===== src/ccl_label_pkg.sv =====
`default_nettype none

// label encoding for the labeller datapath
package ccl_label_pkg;

	localparam int LABEL_BITS = 4;

	// region label, zero is background
	typedef logic [LABEL_BITS-1:0] label_t;

	// allocation stops here, later objects share it
	localparam label_t LABEL_MAX = label_t'(15);

	// label reported on the binary mask output
	localparam label_t BIN_LABEL = label_t'(1);

endpackage

`default_nettype wire


===== src/ccl_video_pkg.sv =====
`default_nettype none

// frame geometry shared by the timing and line buffer blocks
package ccl_video_pkg;

	// pixels per line, kept small for short runs
	localparam int IMG_WIDTH = 16;

	// one spare bit over the row index
	// so the counter can step past the last column
	localparam int X_BITS = 5;

	// column position of a pixel
	typedef logic [X_BITS-1:0] x_t;

endpackage

`default_nettype wire


===== src/ccl_top.sv =====
`default_nettype none
`timescale 1ns/1ps

module ccl_top (
	input  wire                   clk,
	input  wire                   rst_n,
	input  wire                   href_in,
	input  wire                   vsync_in,
	input  wire                   de_in,
	input  wire                   pixel_in,
	output logic                  href_out,
	output logic                  vsync_out,
	output logic                  de_out,
	output ccl_label_pkg::label_t label_out,
	output logic                  bin_out
);

	import ccl_video_pkg::*;
	import ccl_label_pkg::*;

	// stage one pixel and strobes
	logic   pix_valid;
	logic   pix_fg;
	x_t     x_pos;
	logic   frame_start;
	logic   line_end;
	// row above around the current column
	label_t up_left;
	label_t up;
	label_t up_right;
	// current row write back
	logic   wr_en;
	x_t     wr_x;
	label_t wr_label;

	video_timing timing_i (
		.clk         (clk),
		.rst_n       (rst_n),
		.href_in     (href_in),
		.vsync_in    (vsync_in),
		.de_in       (de_in),
		.pixel_in    (pixel_in),
		.pix_valid   (pix_valid),
		.pix_fg      (pix_fg),
		.x_pos       (x_pos),
		.frame_start (frame_start),
		.line_end    (line_end),
		.href_out    (href_out),
		.vsync_out   (vsync_out),
		.de_out      (de_out)
	);

	label_line_buffer line_buf_i (
		.clk         (clk),
		.rst_n       (rst_n),
		.frame_start (frame_start),
		.line_end    (line_end),
		.x_pos       (x_pos),
		.wr_en       (wr_en),
		.wr_x        (wr_x),
		.wr_label    (wr_label),
		.up_left     (up_left),
		.up          (up),
		.up_right    (up_right)
	);

	label_assign assign_i (
		.clk         (clk),
		.rst_n       (rst_n),
		.pix_valid   (pix_valid),
		.pix_fg      (pix_fg),
		.x_pos       (x_pos),
		.frame_start (frame_start),
		.line_end    (line_end),
		.up_left     (up_left),
		.up          (up),
		.up_right    (up_right),
		.wr_en       (wr_en),
		.wr_x        (wr_x),
		.wr_label    (wr_label),
		.label_out   (label_out),
		.bin_out     (bin_out)
	);

endmodule

`default_nettype wire


===== src/label_assign.sv =====
`default_nettype none
`timescale 1ns/1ps

module label_assign (
	input  wire                        clk,
	input  wire                        rst_n,
	input  wire                        pix_valid,
	input  wire                        pix_fg,
	input  wire ccl_video_pkg::x_t     x_pos,
	input  wire                        frame_start,
	input  wire                        line_end,
	input  wire ccl_label_pkg::label_t up_left,
	input  wire ccl_label_pkg::label_t up,
	input  wire ccl_label_pkg::label_t up_right,
	output logic                       wr_en,
	output ccl_video_pkg::x_t          wr_x,
	output ccl_label_pkg::label_t      wr_label,
	output ccl_label_pkg::label_t      label_out,
	output logic                       bin_out
);

	import ccl_video_pkg::*;
	import ccl_label_pkg::*;

	label_t left_lbl;
	label_t alloc_cnt;
	label_t next_lbl;
	label_t nb_min;
	label_t pix_label;
	logic   new_obj;
	x_t     cur_x;

	// smaller of two labels, background ignored
	function automatic label_t min_nz(input label_t a, input label_t b);
		if (a == '0)
			return b;
		else if (b == '0)
			return a;
		else
			return (a < b) ? a : b;
	endfunction

	// counter holds at the top label once used up
	assign next_lbl = (alloc_cnt == LABEL_MAX) ? LABEL_MAX : alloc_cnt + label_t'(1);

	always_comb
	begin
		nb_min = min_nz(min_nz(left_lbl, up_left), min_nz(up, up_right));
		if (!pix_fg)
			pix_label = '0;
		else if (nb_min != '0)
			pix_label = nb_min;
		else
			pix_label = next_lbl;
	end

	// all four neighbours empty, so a new object starts here
	assign new_obj = pix_valid && pix_fg && (nb_min == '0);

	// current row written in the same cycle, background too
	assign cur_x    = x_pos;
	assign wr_en    = pix_valid;
	assign wr_x     = cur_x;
	assign wr_label = pix_label;

	always_ff @(posedge clk or negedge rst_n)
	begin
		if (!rst_n)
			alloc_cnt <= '0;
		else if (frame_start)
			alloc_cnt <= '0;
		else if (new_obj)
			alloc_cnt <= next_lbl;
	end

	// left neighbour, nothing to the left of column zero
	always_ff @(posedge clk or negedge rst_n)
	begin
		if (!rst_n)
			left_lbl <= '0;
		else if (frame_start || line_end)
			left_lbl <= '0;
		else if (pix_valid)
			left_lbl <= pix_label;
	end

	always_ff @(posedge clk or negedge rst_n)
	begin
		if (!rst_n)
		begin
			label_out <= '0;
			bin_out   <= 1'b0;
		end
		else if (pix_valid)
		begin
			label_out <= pix_label;
			bin_out   <= (pix_label == BIN_LABEL);
		end
		else
		begin
			// gaps in de give background on the output
			label_out <= '0;
			bin_out   <= 1'b0;
		end
	end

	// no label is handed out before the counter reaches it
	a_label_bound: assert property (
		@(posedge clk) disable iff (!rst_n)
		label_out <= alloc_cnt
	);

	// mask only ever marks labelled pixels
	a_bin_fg: assert property (
		@(posedge clk) disable iff (!rst_n)
		bin_out |-> (label_out != '0)
	);

endmodule

`default_nettype wire


===== src/label_line_buffer.sv =====
`default_nettype none
`timescale 1ns/1ps

module label_line_buffer (
	input  wire                    clk,
	input  wire                    rst_n,
	input  wire                    frame_start,
	input  wire                    line_end,
	input  wire ccl_video_pkg::x_t x_pos,
	input  wire                    wr_en,
	input  wire ccl_video_pkg::x_t wr_x,
	input  wire ccl_label_pkg::label_t wr_label,
	output ccl_label_pkg::label_t  up_left,
	output ccl_label_pkg::label_t  up,
	output ccl_label_pkg::label_t  up_right
);

	import ccl_video_pkg::*;
	import ccl_label_pkg::*;

	label_t cur_row   [IMG_WIDTH];
	label_t above_row [IMG_WIDTH];

	// row index drops the spare counter bit
	logic [X_BITS-2:0] idx_mid;
	logic [X_BITS-2:0] idx_left;
	logic [X_BITS-2:0] idx_right;
	logic [X_BITS-2:0] idx_wr;
	logic              has_left;
	logic              has_mid;
	logic              has_right;

	assign idx_mid   = x_pos[X_BITS-2:0];
	assign idx_left  = idx_mid - (X_BITS-1)'(1);
	assign idx_right = idx_mid + (X_BITS-1)'(1);
	assign idx_wr    = wr_x[X_BITS-2:0];

	// neighbours off either end of the row read as background
	assign has_mid   = x_pos < x_t'(IMG_WIDTH);
	assign has_left  = has_mid && (x_pos != '0);
	assign has_right = x_pos < x_t'(IMG_WIDTH - 1);

	assign up_left  = has_left  ? above_row[idx_left]  : '0;
	assign up       = has_mid   ? above_row[idx_mid]   : '0;
	assign up_right = has_right ? above_row[idx_right] : '0;

	always_ff @(posedge clk or negedge rst_n)
	begin
		if (!rst_n)
		begin
			for (int i = 0; i < IMG_WIDTH; i++)
			begin
				cur_row[i]   <= '0;
				above_row[i] <= '0;
			end
		end
		else if (frame_start || line_end)
		begin
			// finished row moves up, fresh row starts empty
			// a new frame empties both rows
			for (int i = 0; i < IMG_WIDTH; i++)
			begin
				above_row[i] <= frame_start ? '0 : cur_row[i];
				cur_row[i]   <= '0;
			end
		end
		else if (wr_en)
			cur_row[idx_wr] <= wr_label;
	end

	// lines longer than the buffer would wrap onto column zero
	a_wr_in_row: assert property (
		@(posedge clk) disable iff (!rst_n)
		wr_en |-> (wr_x < x_t'(IMG_WIDTH))
	);

endmodule

`default_nettype wire


===== src/video_timing.sv =====
`default_nettype none
`timescale 1ns/1ps

module video_timing (
	input  wire               clk,
	input  wire               rst_n,
	input  wire               href_in,
	input  wire               vsync_in,
	input  wire               de_in,
	input  wire               pixel_in,
	output logic              pix_valid,
	output logic              pix_fg,
	output ccl_video_pkg::x_t x_pos,
	output logic              frame_start,
	output logic              line_end,
	output logic              href_out,
	output logic              vsync_out,
	output logic              de_out
);

	import ccl_video_pkg::*;

	// first tap, lines up with the pixel register
	logic href_d1;
	logic vsync_d1;
	logic de_d1;
	logic pixel_d1;
	// second tap, lines up with the label register
	logic href_d2;
	logic vsync_d2;
	logic de_d2;
	x_t   x_cnt;

	always_ff @(posedge clk or negedge rst_n)
	begin
		if (!rst_n)
		begin
			href_d1  <= 1'b0;
			vsync_d1 <= 1'b0;
			de_d1    <= 1'b0;
			pixel_d1 <= 1'b0;
			href_d2  <= 1'b0;
			vsync_d2 <= 1'b0;
			de_d2    <= 1'b0;
		end
		else
		begin
			href_d1  <= href_in;
			vsync_d1 <= vsync_in;
			de_d1    <= de_in;
			pixel_d1 <= pixel_in;
			href_d2  <= href_d1;
			vsync_d2 <= vsync_d1;
			de_d2    <= de_d1;
		end
	end

	// edges seen between the two taps
	assign frame_start = vsync_d1 & ~vsync_d2;
	assign line_end    = href_d2 & ~href_d1;

	// column of the pixel now in the first tap
	always_ff @(posedge clk or negedge rst_n)
	begin
		if (!rst_n)
			x_cnt <= '0;
		else if (frame_start || line_end)
			x_cnt <= '0;
		else if (de_d1)
			x_cnt <= x_cnt + x_t'(1);
	end

	assign pix_valid = de_d1;
	assign pix_fg    = pixel_d1;
	assign x_pos     = x_cnt;

	// sync leaves two cycles late, same as the labels
	assign href_out  = href_d2;
	assign vsync_out = vsync_d2;
	assign de_out    = de_d2;

	// a frame must not open on the edge that closes a line
	a_strobe_clash: assert property (
		@(posedge clk) disable iff (!rst_n)
		!(frame_start && line_end)
	);

endmodule

`default_nettype wire

===== config.mk =====
export PLATFORM = sky130hd
export DESIGN_NAME = ccl_top
export DESIGN_NICKNAME = d
export VERILOG_FILES = /design/src/ccl_label_pkg.sv /design/src/ccl_video_pkg.sv /design/src/ccl_top.sv /design/src/label_assign.sv /design/src/label_line_buffer.sv /design/src/video_timing.sv
export SDC_FILE = /design/constraint.sdc
export NUM_CORES = 1
export LEC_CHECK = 0
export BUFFER_PORTS_ARGS = -buffer_cell sky130_fd_sc_hd__buf_2
export CELL_PAD_IN_SITES_DETAIL_PLACEMENT = 1
export CELL_PAD_IN_SITES_GLOBAL_PLACEMENT = 2
export CORE_MARGIN = 4
export CORE_UTILIZATION = 30
export DETAILED_ROUTE_END_ITERATION = 16
export PLACE_DENSITY = 0.63
export SLEW_MARGIN = 20
export SYNTH_ARGS = -nofsm -noshare
export SYNTH_HDL_FRONTEND = slang
export SYNTH_HIERARCHICAL = 1
export SYNTH_SLANG_ARGS = --single-unit

===== constraint.sdc =====
create_clock -name clk -period 7.2 [get_ports clk]
set_input_delay 0.36 -clock clk [delete_from_list [all_inputs] [get_ports clk]]
set_output_delay 0.36 -clock clk [all_outputs]
set_load 0.01 [all_outputs]

==> qor.txt <==
Mapped Nets -> 860
IO Pins -> 14
Residual DRC count -> 0
Share of layout cells above drive strength 1 -> 17.1%
Crit Path Class -> flip-flop to flip-flop
Total grt overflow -> 0
Drt pass-1 iters -> 4
# nets final -> 845
Overall power -> 2.35 mW
Chip height -> 181 µm
Comb pwr share -> 21.8%
Hpwl dp -> 17300 µm
CTS Buffer Depth -> 2
Tcrit/Tclk final -> 92.0%
Starting Density -> 30.4%
Layout area overhead -> 11.6%
First-pass GRT wire length -> 43800 µm
Vias -> 6764
Fill cells -> 3263
Placed inst area -> 9400 µm²
Remaining antenna violation count after routing -> 0
Core Area -> 29600 µm²
Minimum hold slack -> -0.0253 ns
Max_cap viols -> 0
CTS Buf Count -> 17
Slack of the worst reg-to-reg path -> 0.57 ns
Synth warnings -> 6
Worst Tran Pin Value -> 1.12 ns
Final TNS setup -> 0 ns
Vias in the first global route -> 7173
CP max FO -> 16
Number of I/O port buffers -> 13
Number of diodes -> 0
Clock-pin slew on the worst setup and hold paths -> 0.08 ns
Iter 0 DRT Violations -> 344
# setup viols final -> 0
Worst vdd ir -> 169 µV
Endpoints failing hold -> 12
Pin count of the biggest net entering global routing -> 89
Post-Layout Inst Area -> 10000 µm²
Outcome -> finished with violations
# rows -> 63
RSZ-0062 raised after global routing -> no
CP Data Required Time -> 7.55 ns
Clk_skew -> 0.0160 ns
Die Footprint -> 32800 µm²
Max Fclk -> 0.151 GHz
H-tree Lvls -> 4
Switching pwr -> 0.814 mW
Leak -> 4.19 nW
Crit. End Element -> flip-flop
Worst-Skew Late Latency -> 0.44 ns
Pwr dens -> 234 nW/µm²
Tot GR Track Use -> 17.0%
Internal power consumption -> 1.54 mW
Routed len/inst -> 22.3 µm
Routed wire length -> 27400 µm
Die width -> 181 µm
Clk pwr share -> 39.1%
CTS tree -> done
Critical Path AT -> 6.97 ns
Startpoint Class -> flip-flop
Sequential cell fraction of total power -> 39.0%
Antenna violations before repair -> 0
Clock root buffer -> clkbuf_16
Drt via density -> 5.52
Min cycle time layout -> 6.63 ns
GPL Wtd Cong -> 0.766
Pins Over Slew Limit -> 0
Netlist Area Pre-Place -> 8990 µm²
Sw Share -> 34.7%
Syn Inst Count -> 838
Worst Hold Class -> primary input to async pin
Failing checks -> hold timing
Post-CTS setup buffers -> 0
Syn avg cell area -> 10.7 µm²
Worst slew margin -> 25.3%
Clk sinks -> 153
[flip-flops by register name, indices dropped and copies added, names as in the netlist]
name,cells
timing_i/x_pos,5
line_buf_i/cur_row,64
line_buf_i/above_row,64
assign_i/left_lbl,4
timing_i/href_d1,1
timing_i/pix_valid,1
timing_i/vsync_d1,1
assign_i/bin_out,1
timing_i/href_out,1
assign_i/label_out,4
timing_i/de_out,1
timing_i/vsync_out,1
assign_i/alloc_cnt,4
timing_i/pix_fg,1
[metal layers]
layer	part of all wire [%]	global-route usage, %
met1	46	23.1
met5	0	0
met2	49	28.5
met3	2.7	2.66
met4	2.1	4.53
[per-stage QoR]
stage               util (%)  cells  worst slack, ns
detailed placement      31.8   1193            0.323
global route            33.9   1226          0.00233
global placement        31.8   1193            0.537
CTS                     33.9   1225            0.300
finish                  33.9   1226            0.573
floorplan                  -    838            0.750
[worst paths after layout]
path,from,depth (start not counted),endpoint
worst max-delay path,timing_i/x_pos[0]$_DFFE_PN0P_,24,line_buf_i/cur_row[22]$_DFFE_PN0P_
worst min-delay path,rst_n,1,assign_i/alloc_cnt[3]$_DFFE_PN0P_
worst min register to register,timing_i/vsync_d1$_DFF_PN0_,0,timing_i/vsync_out$_DFF_PN0_
max in group asynchronous,rst_n,2,timing_i/x_pos[0]$_DFFE_PN0P_
min in group clk,de_in,1,timing_i/pix_valid$_DFF_PN0_
worst max register to register,timing_i/x_pos[0]$_DFFE_PN0P_,24,line_buf_i/cur_row[22]$_DFFE_PN0P_
[power groups by stage]
stage | Sequential, mW | Clock, mW | Combinational [mW]
after global placement | 0.934 | 0 | 0.515
after CTS | 0.918 | 0.940 | 0.521
after floorplan | 0.924 | 0 | 0.373
after detailed placement | 0.934 | 0 | 0.520
after global routing | 0.923 | 0.981 | 0.561
final | 0.917 | 0.920 | 0.513
[critical path, cell delays in order, from the launching register on]
cell and delay [ns]:
dfrtp_2 0.51, inv_1 0.08, ha_1 0.67, mux4_1 0.27
mux2i_1 0.11, o32ai_1 0.77, inv_1 0.11, ha_1 0.30
o211ai_1 0.20, o21ai_2 0.14, nor2b_1 0.15, nor2_1 0.19
mux2i_1 0.29, ha_1 0.28, a21oi_1 0.16, nor2_1 0.06
or2_2 0.31, nor2_1 0.25, a311oi_2 0.11, o21ba_1 0.23
nor4_1 0.34, o21ai_0 0.16, inv_1 0.51, nand3_1 0.17
a21oi_1 0.17
[what timing repair did]
item                       4_1_cts  5_1_grt
hold buffers                     0        1
resized for setup                0        1
hold endpoints to repair         0        1
setup endpoints to repair        0       27
[layout by cell type (no fill, tap or decap), types with 5 or more instances in the layout]
cell type	count
a21oi_1	73
buf_2	12
buf_4	23
clkbuf_16	17
clkinv_8	7
dfrtp_1	151
ha_1	16
inv_1	15
mux2i_1	102
mux4_1	8
mux4_2	34
nand2_1	13
nand3_1	69
nor2_1	102
nor2b_1	8
o21ai_0	64
o22ai_1	7
o32ai_1	7
or2_2	5
[area by class of cell]
cell class / count / area, µm² / area share, %
multi-input combinational: 599 / 4790 / 47.7
clock buffer: 17 / 425 / 4.24
timing repair buffer: 37 / 254 / 2.53
tap: 390 / 488 / 4.87
clock inverter: 15 / 185 / 1.85
sequential: 153 / 3830 / 38.2
inverter: 15 / 56.3 / 0.562
(Power assumes the default switching activity.)
